<file path="config.mk">
export PLATFORM = sky130hd
export DESIGN_NAME = ddr4_ca_fanout_top
export DESIGN_NICKNAME = d
export VERILOG_FILES = /design/src/hw/ddr4_ca_pkg.sv /design/src/hw/ddr4_ca_if.sv /design/src/hw/ddr4_dev_if.sv /design/src/hw/ddr4_ca_mirror.sv /design/src/hw/ddr4_dev_decode.sv /design/src/hw/ddr4_cmd_tally.sv /design/src/hw/ddr4_ca_fanout_top.sv
export VERILOG_INCLUDE_DIRS = /design/src /design/src/hw
export SDC_FILE = /design/constraint.sdc
export NUM_CORES = 1
export LEC_CHECK = 0
export ABC_CLOCK_PERIOD_IN_PS = 1850
export BUFFER_PORTS_ARGS = -buffer_cell sky130_fd_sc_hd__buf_2
export CAP_MARGIN = 10
export CORE_AREA = 2 2 139 141
export DETAILED_ROUTE_END_ITERATION = 12
export DIE_AREA = 0 0 141 143
export PLACE_DENSITY = 0.82
export SYNTH_ARGS = -nofsm -noshare
export SYNTH_HDL_FRONTEND = slang
export SYNTH_HIERARCHICAL = 1
export SYNTH_SLANG_ARGS = --single-unit
</file>
<file path="constraint.sdc">
create_clock -name c0_ddr4_ck_t -period 1.85 [get_ports c0_ddr4_ck_t]
set_input_delay 0.0925 -clock c0_ddr4_ck_t [delete_from_list [all_inputs] [get_ports c0_ddr4_ck_t]]
set_output_delay 0.0925 -clock c0_ddr4_ck_t [all_outputs]
set_load 0.01 [all_outputs]
</file>
<file path="src/hw/ddr4_ca_macros.svh">
`ifndef DDR4_CA_MACROS_SVH
`define DDR4_CA_MACROS_SVH

// ==============================
// Bus geometry
// ==============================

// A16..A14 double as RAS_n/CAS_n/WE_n
`define DDR4_ADDR_W 17

// Four x16 parts in clamshell, two per rank
`define DDR4_NUM_DEV 4

// One chip select per rank
`define DDR4_NUM_RANK 2

// ==============================
// Command tally
// ==============================

`define DDR4_CNT_W 16

// Clears A13..A11 on column commands
`define DDR4_WRRD_MASK 17'h1C7FF

`endif

</file>
<file path="src/hw/ddr4_ca_pkg.sv">
`include "ddr4_ca_macros.svh"

package ddr4_ca_pkg;

  // Opcodes on A16..A14 when act_n is high
  localparam logic [2:0] OP_MRS = 3'b000;
  localparam logic [2:0] OP_REF = 3'b001;
  localparam logic [2:0] OP_PRE = 3'b010;
  localparam logic [2:0] OP_ACT = 3'b011;
  localparam logic [2:0] OP_WR  = 3'b100;
  localparam logic [2:0] OP_RD  = 3'b101;
  localparam logic [2:0] OP_ZQC = 3'b110;
  localparam logic [2:0] OP_NOP = 3'b111;

  typedef enum logic [3:0] {
    DSEL = 4'd0,
    MRS  = 4'd1,
    REF  = 4'd2,
    PRE  = 4'd3,
    ACT  = 4'd4,
    WR   = 4'd5,
    RD   = 4'd6,
    ZQC  = 4'd7,
    NOP  = 4'd8
  } ddr4_cmd_e;

  // One rank's view of the bus after the input register
  typedef struct packed {
    logic                    act_n;
    logic [`DDR4_ADDR_W-1:0] adr;
    logic [1:0]              ba;
    logic [0:0]              bg;
    logic                    cs_n;
    logic                    reset_n;
  } ca_sample_t;

endpackage

</file>
<file path="src/hw/ddr4_ca_if.sv">
`timescale 1ns/1ps

`include "ddr4_ca_macros.svh"

// Command/address bus as seen by the parts of one rank
interface ddr4_ca_if;

  logic                    act_n;
  logic [`DDR4_ADDR_W-1:0] adr;
  logic [1:0]              ba;
  logic [0:0]              bg;
  logic                    cs_n;
  logic                    reset_n;

  // Mirror side
  modport src (
    output act_n,
    output adr,
    output ba,
    output bg,
    output cs_n,
    output reset_n
  );

  // Device side
  modport dst (
    input act_n,
    input adr,
    input ba,
    input bg,
    input cs_n,
    input reset_n
  );

endinterface

</file>
<file path="src/hw/ddr4_dev_if.sv">
`timescale 1ns/1ps

`include "ddr4_ca_macros.svh"

// Decoded view of one x16 part
interface ddr4_dev_if;

  ddr4_ca_pkg::ddr4_cmd_e  cmd;
  logic [`DDR4_ADDR_W-1:0] adr_mod;
  logic [1:0]              ba;
  logic [0:0]              bg;
  logic                    wr_mode;

  modport src (
    output cmd,
    output adr_mod,
    output ba,
    output bg,
    output wr_mode
  );

  modport dst (
    input cmd,
    input adr_mod,
    input ba,
    input bg,
    input wr_mode
  );

endinterface

</file>
<file path="src/hw/ddr4_ca_mirror.sv">
`timescale 1ns/1ps

`include "ddr4_ca_macros.svh"

module ddr4_ca_mirror (
  input  logic                      c0_ddr4_ck_t,
  input  logic                      i_arst_n,
  input  logic                      i_act_n,
  input  logic [`DDR4_ADDR_W-1:0]   i_adr,
  input  logic [1:0]                i_ba,
  input  logic [0:0]                i_bg,
  input  logic [`DDR4_NUM_RANK-1:0] i_cs_n,
  input  logic                      i_reset_n,
  ddr4_ca_if.src                    o_rank0,
  ddr4_ca_if.src                    o_rank1
);

  localparam ddr4_ca_pkg::ca_sample_t RST_VIEW = '{
    act_n: 1'b1, adr: '0, ba: '0, bg: '0, cs_n: 1'b1, reset_n: 1'b0
  };

  logic [`DDR4_ADDR_W-1:0] w_adr_mir;
  ddr4_ca_pkg::ca_sample_t w_view [`DDR4_NUM_RANK];
  ddr4_ca_pkg::ca_sample_t r_view [`DDR4_NUM_RANK];

  // A12 and the upper opcode bits stay in place under clamshell mirroring
  assign w_adr_mir = {i_adr[`DDR4_ADDR_W-1:14], i_adr[11], i_adr[12], i_adr[13],
                      i_adr[10:9], i_adr[7], i_adr[8], i_adr[5], i_adr[6],
                      i_adr[3], i_adr[4], i_adr[2:0]};

  always_comb begin
    w_view[0] = '{act_n: i_act_n, adr: i_adr, ba: i_ba, bg: i_bg,
                  cs_n: i_cs_n[0], reset_n: i_reset_n};
    // Back side parts also see BA0/BA1 swapped
    w_view[1] = '{act_n: i_act_n, adr: w_adr_mir, ba: {i_ba[0], i_ba[1]}, bg: i_bg,
                  cs_n: i_cs_n[1], reset_n: i_reset_n};
  end

  always_ff @(posedge c0_ddr4_ck_t or negedge i_arst_n) begin
    if (!i_arst_n) begin
      for (int r = 0; r < `DDR4_NUM_RANK; r++) begin
        r_view[r] <= RST_VIEW;
      end
    end else begin
      r_view <= w_view;
    end
  end

  // ==============================
  // Rank views
  // ==============================
  assign o_rank0.act_n   = r_view[0].act_n;
  assign o_rank0.adr     = r_view[0].adr;
  assign o_rank0.ba      = r_view[0].ba;
  assign o_rank0.bg      = r_view[0].bg;
  assign o_rank0.cs_n    = r_view[0].cs_n;
  assign o_rank0.reset_n = r_view[0].reset_n;

  assign o_rank1.act_n   = r_view[1].act_n;
  assign o_rank1.adr     = r_view[1].adr;
  assign o_rank1.ba      = r_view[1].ba;
  assign o_rank1.bg      = r_view[1].bg;
  assign o_rank1.cs_n    = r_view[1].cs_n;
  assign o_rank1.reset_n = r_view[1].reset_n;

endmodule

</file>
<file path="src/hw/ddr4_dev_decode.sv">
`timescale 1ns/1ps

`include "ddr4_ca_macros.svh"

module ddr4_dev_decode (
  input  logic    c0_ddr4_ck_t,
  input  logic    i_arst_n,
  ddr4_ca_if.dst  i_ca,
  ddr4_dev_if.src o_dev
);

  ddr4_ca_pkg::ddr4_cmd_e  w_cmd;
  logic                    w_wrrd;
  logic [`DDR4_ADDR_W-1:0] w_adr_mod;

  ddr4_ca_pkg::ddr4_cmd_e  r_cmd;
  logic                    r_wr_mode;
  logic [`DDR4_ADDR_W-1:0] r_adr_mod;
  logic [1:0]              r_ba;
  logic [0:0]              r_bg;

  // ==============================
  // Command decode
  // ==============================
  always_comb begin
    if (i_ca.cs_n) begin
      w_cmd = ddr4_ca_pkg::DSEL;
    end else if (!i_ca.act_n) begin
      w_cmd = ddr4_ca_pkg::ACT;
    end else begin
      case (i_ca.adr[`DDR4_ADDR_W-1 -: 3])
        ddr4_ca_pkg::OP_MRS: w_cmd = ddr4_ca_pkg::MRS;
        ddr4_ca_pkg::OP_REF: w_cmd = ddr4_ca_pkg::REF;
        ddr4_ca_pkg::OP_PRE: w_cmd = ddr4_ca_pkg::PRE;
        ddr4_ca_pkg::OP_WR:  w_cmd = ddr4_ca_pkg::WR;
        ddr4_ca_pkg::OP_RD:  w_cmd = ddr4_ca_pkg::RD;
        ddr4_ca_pkg::OP_ZQC: w_cmd = ddr4_ca_pkg::ZQC;
        // ACT opcode with act_n high means nothing to the part
        ddr4_ca_pkg::OP_ACT,
        ddr4_ca_pkg::OP_NOP: w_cmd = ddr4_ca_pkg::NOP;
        default:             w_cmd = ddr4_ca_pkg::NOP;
      endcase
    end
  end

  assign w_wrrd    = (w_cmd == ddr4_ca_pkg::WR) || (w_cmd == ddr4_ca_pkg::RD);
  assign w_adr_mod = w_wrrd ? (i_ca.adr & `DDR4_WRRD_MASK) : i_ca.adr;

  always_ff @(posedge c0_ddr4_ck_t or negedge i_arst_n) begin
    if (!i_arst_n) begin
      r_cmd     <= ddr4_ca_pkg::DSEL;
      r_wr_mode <= 1'b0;
    end else begin
      r_cmd <= w_cmd;
      // Memory reset wins over any command
      if (!i_ca.reset_n) begin
        r_wr_mode <= 1'b0;
      end else if (w_cmd == ddr4_ca_pkg::WR) begin
        r_wr_mode <= 1'b1;
      end else if (w_cmd == ddr4_ca_pkg::RD) begin
        r_wr_mode <= 1'b0;
      end
    end
  end

  always_ff @(posedge c0_ddr4_ck_t) begin
    r_adr_mod <= w_adr_mod;
    r_ba      <= i_ca.ba;
    r_bg      <= i_ca.bg;
  end

  assign o_dev.cmd     = r_cmd;
  assign o_dev.adr_mod = r_adr_mod;
  assign o_dev.ba      = r_ba;
  assign o_dev.bg      = r_bg;
  assign o_dev.wr_mode = r_wr_mode;

endmodule

</file>
<file path="src/hw/ddr4_cmd_tally.sv">
`timescale 1ns/1ps

`include "ddr4_ca_macros.svh"

module ddr4_cmd_tally (
  input  logic                                        c0_ddr4_ck_t,
  input  logic                                        i_arst_n,
  ddr4_dev_if.dst                                     i_dev [`DDR4_NUM_DEV],
  output logic [`DDR4_NUM_RANK-1:0][`DDR4_CNT_W-1:0]  o_act_cnt,
  output logic [`DDR4_NUM_RANK-1:0][`DDR4_CNT_W-1:0]  o_wr_cnt,
  output logic [`DDR4_NUM_RANK-1:0][`DDR4_CNT_W-1:0]  o_rd_cnt,
  output logic [`DDR4_NUM_DEV-1:0][3:0]               o_dev_cmd,
  output logic [`DDR4_NUM_DEV-1:0][`DDR4_ADDR_W-1:0]  o_dev_adr,
  output logic [`DDR4_NUM_DEV-1:0][1:0]               o_dev_ba,
  output logic [`DDR4_NUM_DEV-1:0]                    o_dev_bg,
  output logic [`DDR4_NUM_DEV-1:0]                    o_wr_mode
);

  localparam logic [`DDR4_CNT_W-1:0] CNT_MAX = '1;

  ddr4_ca_pkg::ddr4_cmd_e w_rank_cmd [`DDR4_NUM_RANK];

  function automatic logic [`DDR4_CNT_W-1:0] sat_inc(
    input logic [`DDR4_CNT_W-1:0] cnt,
    input logic                   hit
  );
    return (hit && (cnt != CNT_MAX)) ? cnt + 1'b1 : cnt;
  endfunction

  // Flatten per-device outputs
  for (genvar d = 0; d < `DDR4_NUM_DEV; d++) begin : g_flat
    assign o_dev_cmd[d] = i_dev[d].cmd;
    assign o_dev_adr[d] = i_dev[d].adr_mod;
    assign o_dev_ba[d]  = i_dev[d].ba;
    assign o_dev_bg[d]  = i_dev[d].bg;
    assign o_wr_mode[d] = i_dev[d].wr_mode;
  end

  // Device r is the first part of rank r
  for (genvar r = 0; r < `DDR4_NUM_RANK; r++) begin : g_rank
    assign w_rank_cmd[r] = i_dev[r].cmd;
  end

  always_ff @(posedge c0_ddr4_ck_t or negedge i_arst_n) begin
    if (!i_arst_n) begin
      o_act_cnt <= '0;
      o_wr_cnt  <= '0;
      o_rd_cnt  <= '0;
    end else begin
      for (int r = 0; r < `DDR4_NUM_RANK; r++) begin
        o_act_cnt[r] <= sat_inc(o_act_cnt[r], w_rank_cmd[r] == ddr4_ca_pkg::ACT);
        o_wr_cnt[r]  <= sat_inc(o_wr_cnt[r], w_rank_cmd[r] == ddr4_ca_pkg::WR);
        o_rd_cnt[r]  <= sat_inc(o_rd_cnt[r], w_rank_cmd[r] == ddr4_ca_pkg::RD);
      end
    end
  end

endmodule

</file>
<file path="src/hw/ddr4_ca_fanout_top.sv">
`timescale 1ns/1ps

`include "ddr4_ca_macros.svh"

module ddr4_ca_fanout_top (
  input  logic                                        c0_ddr4_ck_t,
  input  logic                                        i_arst_n,
  input  logic                                        i_act_n,
  input  logic [`DDR4_ADDR_W-1:0]                     i_adr,
  input  logic [1:0]                                  i_ba,
  input  logic [0:0]                                  i_bg,
  input  logic [`DDR4_NUM_RANK-1:0]                   i_cs_n,
  input  logic                                        i_reset_n,
  output logic [`DDR4_NUM_RANK-1:0][`DDR4_CNT_W-1:0]  o_act_cnt,
  output logic [`DDR4_NUM_RANK-1:0][`DDR4_CNT_W-1:0]  o_wr_cnt,
  output logic [`DDR4_NUM_RANK-1:0][`DDR4_CNT_W-1:0]  o_rd_cnt,
  output logic [`DDR4_NUM_DEV-1:0][3:0]               o_dev_cmd,
  output logic [`DDR4_NUM_DEV-1:0][`DDR4_ADDR_W-1:0]  o_dev_adr,
  output logic [`DDR4_NUM_DEV-1:0][1:0]               o_dev_ba,
  output logic [`DDR4_NUM_DEV-1:0]                    o_dev_bg,
  output logic [`DDR4_NUM_DEV-1:0]                    o_wr_mode
);

  ddr4_ca_if  u_rank_if [`DDR4_NUM_RANK] ();
  ddr4_dev_if u_dev_if  [`DDR4_NUM_DEV] ();

  // ==============================
  // Input register and mirroring
  // ==============================
  ddr4_ca_mirror u_mirror (
    .c0_ddr4_ck_t (c0_ddr4_ck_t),
    .i_arst_n     (i_arst_n),
    .i_act_n      (i_act_n),
    .i_adr        (i_adr),
    .i_ba         (i_ba),
    .i_bg         (i_bg),
    .i_cs_n       (i_cs_n),
    .i_reset_n    (i_reset_n),
    .o_rank0      (u_rank_if[0]),
    .o_rank1      (u_rank_if[1])
  );

  // ==============================
  // Per-device decode
  // ==============================

  // Even parts on the front (rank 0), odd parts on the back (rank 1)
  for (genvar k = 0; k < `DDR4_NUM_DEV; k++) begin : g_dev
    ddr4_dev_decode u_decode (
      .c0_ddr4_ck_t (c0_ddr4_ck_t),
      .i_arst_n     (i_arst_n),
      .i_ca         (u_rank_if[k % `DDR4_NUM_RANK]),
      .o_dev        (u_dev_if[k])
    );
  end

  // ==============================
  // Command counters
  // ==============================
  ddr4_cmd_tally u_tally (
    .c0_ddr4_ck_t (c0_ddr4_ck_t),
    .i_arst_n     (i_arst_n),
    .i_dev        (u_dev_if),
    .o_act_cnt    (o_act_cnt),
    .o_wr_cnt     (o_wr_cnt),
    .o_rd_cnt     (o_rd_cnt),
    .o_dev_cmd    (o_dev_cmd),
    .o_dev_adr    (o_dev_adr),
    .o_dev_ba     (o_dev_ba),
    .o_dev_bg     (o_dev_bg),
    .o_wr_mode    (o_wr_mode)
  );

endmodule

</file>
==> Implementation_results.wiki, run 1 <==
{| class="wikitable"
! Metric !! Value
|-
| Result of the run || complete, but fails checks
|-
| Violated checks || negative setup slack
|-
| Via count of the first global-routing pass || 6000
|-
| Slowest-stage cell, CP || sky130_fd_sc_hd__or4_4
|-
| Post-synthesis async set-or-reset flop share || 63.6%
|-
| Number of vias after detailed routing || 6213
|-
| Worst path max stage delay || ~570 ps
|-
| Fin. Hold Viols || 0
|-
| Required arrival time at the worst endpoint || 2280 ps
|-
| Leakage power total || 5.52 nW
|-
| Reg-to-reg critical path startpoint || g_dev[1].u_decode/o_dev.cmd[1]$_DFF_PN0_
|-
| Area added between synthesis and finish || 24.9%
|-
| Starting Density || between 40% and 50%
|-
| GRT Total Usage || 18.1%
|-
| Insertion delay of the later-clocked pin in the worst-skew pair || around 500 ps
|-
| Register bit count reported by yosys || 220
|-
| Commonest non-fill, non-tap cells in the layout || sky130_fd_sc_hd__buf_2, sky130_fd_sc_hd__dfrtp_1, sky130_fd_sc_hd__dfxtp_1
|-
| Endpoints failing setup || 5
|-
| Iteration-0 DRC Markers || 229
|-
| Boundary pin count || 222
|-
| Chip width || approximately 140 µm
|-
| Peak supply drop || 808 µV
|-
| Setup slack of the worst register-to-register path || -70 ps
|-
| Number of antenna repair diodes || 0
|-
| Core ar. || between 0.015 and 0.02 mm²
|-
| Worst-case headroom to the max-slew limit || 59.4%
|-
| Worst-path cell chain || or4b_4 > or4_4 > nor3_4 > xor2_1
|-
| Gate count of the mapped netlist || ~770
|-
| Arrival time of data at the critical path endpoint || 2350 ps
|-
| Post-Synthesis Cell Area || 0.00899 mm²
|-
| Power density of the placed cells || 1040 mW/mm²
|-
| Global-route wire length before repair || just under 30 mm
|-
| Synthesized netlist net count || just over 800
|-
| Max Transition Viols Final || 0
|-
| Num CTS Buffers || 23
|-
| CTS sink cnt || 220
|-
| Floorplan die height || roughly 140 µm
|-
| Final period util || 104%
|-
| Minimum setup slack in the final design || -67.3 ps
|-
| Critical path capture point type || register
|-
| Placement Rows || 50
|-
| Post-synth EDFFs || 0
|-
| Most common library cell in the layout ignoring fill and taps || sky130_fd_sc_hd__buf_2
|-
| Post-detailed-routing wire length || 19.0 mm
|-
| Slew at the pin closest to its max-slew limit || 602 ps
|-
| Unrepaired setup endpoints after global routing || yes
|-
| CTS tree || done
|-
| Number of cells on the worst reg-to-reg path || 4
|-
| Cell chosen for the clock root || sky130_fd_sc_hd__clkbuf_16
|-
| Total congestion overflow after global routing || 0
|-
| Placer congestion estimate || 0.889
|-
| Total of warnings raised by yosys || 6
|-
| WL/cell || about 16 µm
|-
| Class of the worst hold path || primary input to async pin
|-
| Sequential-to-total area share from yosys stat || 56.8%
|-
| Fin crit period || 1920 ps
|-
| Achievable clock frequency || 0.522 GHz
|-
| Distinct cell type count of the synthesized netlist || 55
|-
| Buffers added on ports || approximately 220
|-
| CTS HTree Levels || 1
|-
| Final standard cell utilization of the core || between 60% and 70%
|-
| Nets@finish || 1011
|-
| Floorplan die area || 0.0202 mm²
|-
| Fin Clk Skew || 12.3 ps
|-
| Detail Placement HPWL || 13.2 mm
|-
| Maximum number of pins on one net before global-route repair || 59
|-
| Critical path class || register to register
|-
| Fraction of final layout cells sized beyond drive strength 1 || 38.6%
|-
| Via/cell ratio || 5.08
|-
| CP Launch Type || register
|-
| Number of antenna violations at the first check in global routing || 0
|-
| Endpoint of the lowest-slack register-to-register path || u_tally/o_act_cnt[29]$_DFFE_PN0P_
|-
| CP max FO || 4
|-
| Max clock buf depth || 3
|-
| Synthesized area per cell || 11.8 µm²
|-
| Max-capacitance violation count || 0
|-
| Number of nets with antenna violations after detailed routing || 0
|-
| Dpl ws || -69.8 ps
|-
| Number of DRC violations after detailed routing || 0
|-
| Primary flip-flop cell chosen by synthesis mapping || sky130_fd_sc_hd__dfrtp_1
|-
| Detailed-routing iteration count for the pre-antenna-repair pass || 4
|-
| Register clock-pin slew on the reported worst setup and hold paths || 60 ps
|}
registers in the layout, summed over array words and instances (netlist names):
name                          flops
g_dev.u_decode/o_dev.adr_mod     68
g_dev.u_decode/o_dev.ba           8
g_dev.u_decode/o_dev.bg           4
g_dev.u_decode/o_dev.cmd         16
g_dev.u_decode/o_dev.wr_mode      4
u_mirror/o_rank0.adr              1
u_mirror/o_rank0.ba               1
u_mirror/o_rank0.cs_n             1
u_mirror/o_rank0.reset_n          1
u_mirror/o_rank1.act_n            1
u_mirror/o_rank1.adr             16
u_mirror/o_rank1.ba               1
u_mirror/o_rank1.bg               1
u_mirror/o_rank1.cs_n             1
u_tally/o_act_cnt                32
u_tally/o_rd_cnt                 32
u_tally/o_wr_cnt                 32
cells in the mapped netlist (4+ instances only):
master	count	area, µm²
sky130_fd_sc_hd__dfrtp_1	137	3430
sky130_fd_sc_hd__or3_1	4	25.0
sky130_fd_sc_hd__inv_1	9	33.8
sky130_fd_sc_hd__nand2_1	35	131
sky130_fd_sc_hd__nand4_1	29	181
sky130_fd_sc_hd__clkbuf_1	5	18.8
sky130_fd_sc_hd__buf_4	122	916
sky130_fd_sc_hd__and4_1	4	35.0
sky130_fd_sc_hd__xnor2_1	23	201
sky130_fd_sc_hd__nand2b_1	4	25.0
sky130_fd_sc_hd__nor2_1	25	93.8
sky130_fd_sc_hd__nand3_1	26	130
sky130_fd_sc_hd__nor3b_1	12	90.1
sky130_fd_sc_hd__a21oi_1	14	70.1
sky130_fd_sc_hd__nor2b_1	14	87.6
sky130_fd_sc_hd__nor4_1	22	138
sky130_fd_sc_hd__xor2_1	55	482
sky130_fd_sc_hd__and3b_2	6	60.1
sky130_fd_sc_hd__dfxtp_1	80	1600
sky130_fd_sc_hd__ha_1	14	175
sky130_fd_sc_hd__mux2_2	4	45.0
sky130_fd_sc_hd__nand4bb_1	4	45.0
sky130_fd_sc_hd__nor3_1	29	145
sky130_fd_sc_hd__o21a_1	6	45.0
sky130_fd_sc_hd__and3_1	12	75.1
sky130_fd_sc_hd__a21boi_0	4	30.0
sky130_fd_sc_hd__nor4b_1	7	61.3
sky130_fd_sc_hd__mux2_1	5	56.3
sky130_fd_sc_hd__o31a_1	6	52.6
repair_timing:
action | 4_1_cts | 5_1_grt
endpoints found under the setup margin | 11 | 37
buffers inserted | 0 | 4
gates resized for setup | 11 | 24
cloned | 0 | 0
pin swaps | 0 | 4
hold endpoints to repair | 109 | 0
hold buffers | 25 | 0
per-layer routing:
metal | GRT usage [%] | vias up | part of all wire (%)
met3 | 3.86 | 41 | 5.9
met4 | 5.63 | 0 | 2.7
met5 | 0 | - | 0
met1 | 22.8 | 2980 | 43
li1 | - | 2974 | -
met2 | 31.6 | 218 | 49
critical path: cells and delay by family (launching register included):
kind          cells  cell delay (ps)
xor+xnor          1              180
flops             1              380
simple gates      3             1270
where the power goes:
part,switching [mW],internal [mW],total [mW],leakage [nW]
registers,0.377,5.18,5.56,2.52
logic,0.790,0.716,1.51,2.61
clock network,1.87,2.78,4.66,0.395
total,3.04,8.68,11.7,5.52
worst max path at each step:
stage | startpoint | end | slack [ps]
5_1_grt | g_dev[1].u_decode/o_dev.cmd[1]$_DFF_PN0_ | u_tally/o_act_cnt[29]$_DFFE_PN0P_ | -150
4_1_cts | g_dev[1].u_decode/o_dev.cmd[1]$_DFF_PN0_ | u_tally/o_act_cnt[29]$_DFFE_PN0P_ | -80
3_5_place_dp | g_dev[1].u_decode/o_dev.cmd[1]$_DFF_PN0_ | u_tally/o_act_cnt[27]$_DFFE_PN0P_ | -70
6_report | g_dev[1].u_decode/o_dev.cmd[1]$_DFF_PN0_ | u_tally/o_act_cnt[29]$_DFFE_PN0P_ | -70
2_1_floorplan | g_dev[1].u_decode/o_dev.cmd[1]$_DFF_PN0_ | u_tally/o_act_cnt[29]$_DFFE_PN0P_ | -90
3_3_place_gp | g_dev[1].u_decode/o_dev.cmd[1]$_DFF_PN0_ | u_tally/o_act_cnt[27]$_DFFE_PN0P_ | -30
through the flow:
step	TNS, ps	cells	hold WS, ps	total power, mW	instance area (µm²)
2_1_floorplan	-333	765	-203	6.50	9020
3_5_place_dp	-269	1151	109	7.09	9960
3_3_place_gp	-102	1151	97.7	7.02	9960
6_report	-200	1222	112	11.7	11200
5_1_grt	-938	1222	159	12.2	11200
4_1_cts	-142	1218	136	11.8	11100
area by class of cell:
cell class / instances / area, µm²
Clock buffer: 33 / 694
Clock inverter: 9 / 97.6
Fill cell: 1456 / 7350
Inverter: 9 / 33.8
Multi-Input combinational cell: 408 / 3120
Sequential cell: 220 / 5110
Tap cell: 234 / 293
Timing Repair Buffer: 309 / 1880
cells by family after synthesis:
kind of cell	synth area share (%)
flops	56.8
xor+xnor	7.60
fa+ha+maj	1.95
mux	1.13
compound gates	3.40
simple gates	18.3
buf+inv	10.8
Note: power is estimated with default switching activity, not from simulation.
==> run 2: changes to the inputs <==
- SETUP_SLACK_MARGIN: not set -> 0.5
==> Implementation_results.wiki, run 2 (synthesized netlist as in run 1, its figures left out) <==
{| class="wikitable"
! Metric !! Value
|-
| Number of antenna repair diodes || 0
|-
| Final setup TNS || -87.1 ps
|-
| Number of antenna violations at the first check in global routing || 0
|-
| Required arrival time at the worst endpoint || 2230 ps
|-
| CTS tree || done
|-
| Placer congestion estimate || 0.867
|-
| Result of the run || complete, but fails checks
|-
| Nets@finish || 1128
|-
| Starting Density || around half
|-
| Global-route wire length before repair || 34.7 mm
|-
| Max-capacitance violation count || 0
|-
| Via count of the first global-routing pass || 6726
|-
| WL/cell || 17.6 µm
|-
| Floorplan die height || between 100 and 150 µm
|-
| Slew at the pin closest to its max-slew limit || 588 ps
|-
| Cell chosen for the clock root || sky130_fd_sc_hd__clkbuf_16
|-
| Most common library cell in the layout ignoring fill and taps || sky130_fd_sc_hd__buf_2
|-
| CTS HTree Levels || 1
|-
| Fin. Hold Viols || 0
|-
| Worst-case headroom to the max-slew limit || 60.6%
|-
| Maximum number of pins on one net before global-route repair || 56
|-
| Startpoint of the most critical setup path || g_dev[1].u_decode/o_dev.cmd[3]$_DFF_PN0_
|-
| Detailed-routing iteration count for the pre-antenna-repair pass || 5
|-
| CP max FO || 3
|-
| Arrival time of data at the critical path endpoint || 2270 ps
|-
| Fraction of final layout cells sized beyond drive strength 1 || 58.2%
|-
| Final period util || 102%
|-
| Leakage power total || 6.50 nW
|-
| Buffers added on ports || 221
|-
| Num CTS Buffers || 23
|-
| Violated checks || negative setup slack
|-
| Peak supply drop || 682 µV
|-
| Register clock-pin slew on the reported worst setup and hold paths || 60 ps
|-
| Worst hold slack across all endpoints || approximately 120 ps
|-
| Critical path class || register to register
|-
| Dpl ws || -61.0 ps
|-
| Commonest non-fill, non-tap cells in the layout || sky130_fd_sc_hd__buf_2, sky130_fd_sc_hd__dfrtp_1, sky130_fd_sc_hd__buf_4
|-
| Post-route standard cell area excluding fillers || 0.0137 mm²
|-
| Area after DPL || 0.0106 mm²
|-
| Insertion delay of the later-clocked pin in the worst-skew pair || roughly 500 ps
|-
| Fin Clk Skew || 9.73 ps
|-
| Critical path capture point type || register
|-
| Max Transition Viols Final || 0
|-
| Endpoint of the lowest-slack register-to-register path || u_tally/o_act_cnt[26]$_DFFE_PN0P_
|-
| Class of the worst hold path || primary input to async pin
|-
| Fillers || 1148
|-
| Post-detailed-routing wire length || 23.6 mm
|-
| Worst-path cell chain || or4b_4 > buf_6 > buf_6 > nor4_2 > buf_4 > nand4_1 > xnor2_1
|-
| Final standard cell utilization of the core || 73.6%
|-
| Iteration-0 DRC Markers || around 280
|-
| Area added between synthesis and finish || 52.2%
|-
| Worst path max stage delay || 560 ps
|-
| Minimum setup slack in the final design || -37.7 ps
|-
| Unrepaired setup endpoints after global routing || yes
|-
| Number of nets with antenna violations after detailed routing || 0
|-
| Number of DRC violations after detailed routing || 0
|-
| Achievable clock frequency || 0.530 GHz
|-
| CTS sink cnt || 220
|-
| Boundary pin count || between 200 and 250
|-
| GRT Total Usage || between 20% and 30%
|-
| CP Launch Type || register
|-
| Inst Count DP || roughly 1100
|-
| Number of cells on the worst reg-to-reg path || 7
|-
| Max clock buf depth || 3
|-
| Detail Placement HPWL || 13.4 mm
|-
| Setup slack of the worst register-to-register path || -40 ps
|-
| Placement Rows || 50
|-
| Most used cell along the critical path || sky130_fd_sc_hd__buf_6
|-
| Overall power consumption || 12.6 mW
|-
| Power density of the placed cells || 923 mW/mm²
|-
| Via/cell ratio || approximately 5.1
|-
| Chip width || around 140 µm
|-
| Endpoints failing setup || 3
|-
| Slowest-stage cell, CP || sky130_fd_sc_hd__or4b_4
|-
| Fin crit period || 1890 ps
|-
| Largest register FFs || 68
|-
| Finished Layout Cells || 1338
|-
| Floorplan die area || 0.0202 mm²
|-
| Reg-to-reg critical path startpoint || g_dev[1].u_decode/o_dev.cmd[3]$_DFF_PN0_
|-
| Total congestion overflow after global routing || 0
|-
| Number of vias after detailed routing || 6848
|-
| Core ar. || 0.0186 mm²
|}
[run 2: metal layers]
layer	up-vias	track usage, %	share of wire (%)
met5	-	0	0
met4	0	7.63	3.3
met3	61	5.03	5.8
met2	230	37.9	52
met1	3364	25.6	39
li1	3193	-	-
[run 2: critical path, delay by kind of cell (launching register included)]
| family | cells | cell delay (ps) |
|---|---|---|
| flip-flops | 1 | 390 |
| AND/OR/NAND/NOR | 3 | 810 |
| XOR/XNOR | 1 | 150 |
| buffers and inverters | 3 | 420 |
[run 2: layout make-up]
type / instances / area (µm²) / area share, %
clock buffers: 33 / 676 / 4.94
clock inverters: 8 / 83.8 / 0.613
inverters: 9 / 33.8 / 0.247
multi-input cells: 408 / 4340 / 31.7
flip-flops and latches: 220 / 5150 / 37.6
well taps: 234 / 293 / 2.14
repair buffers: 426 / 3110 / 22.7
[run 2: worst max path at each step]
stage / endpoint / slack [ps] / depth (start not counted)
detailed placement: u_tally/o_act_cnt[29]$_DFFE_PN0P_ / -60 / 4
finish: u_tally/o_act_cnt[26]$_DFFE_PN0P_ / -40 / 7
CTS: u_tally/o_act_cnt[27]$_DFFE_PN0P_ / -50 / 4
global route: u_tally/o_act_cnt[29]$_DFFE_PN0P_ / -100 / 4
floorplan: u_tally/o_act_cnt[29]$_DFFE_PN0P_ / -90 / 5
global placement: u_tally/o_act_cnt[29]$_DFFE_PN0P_ / -30 / 4
[run 2: timing repair]
item / in CTS / in global routing
endpoints found under the hold margin: 137 / 0
hold buffers: 25 / 0
setup endpoints to repair: 113 / 118
pin swaps: 104 / 79
gates resized for setup: 122 / 99
buffers inserted: 69 / 56
gates cloned: 1 / 0
[run 2: power breakdown]
part           internal [mW]  switching, mW  total (mW)
clock                   2.71           1.87        4.57
combinational           1.28           1.13        2.41
sequential              5.20          0.446        5.65
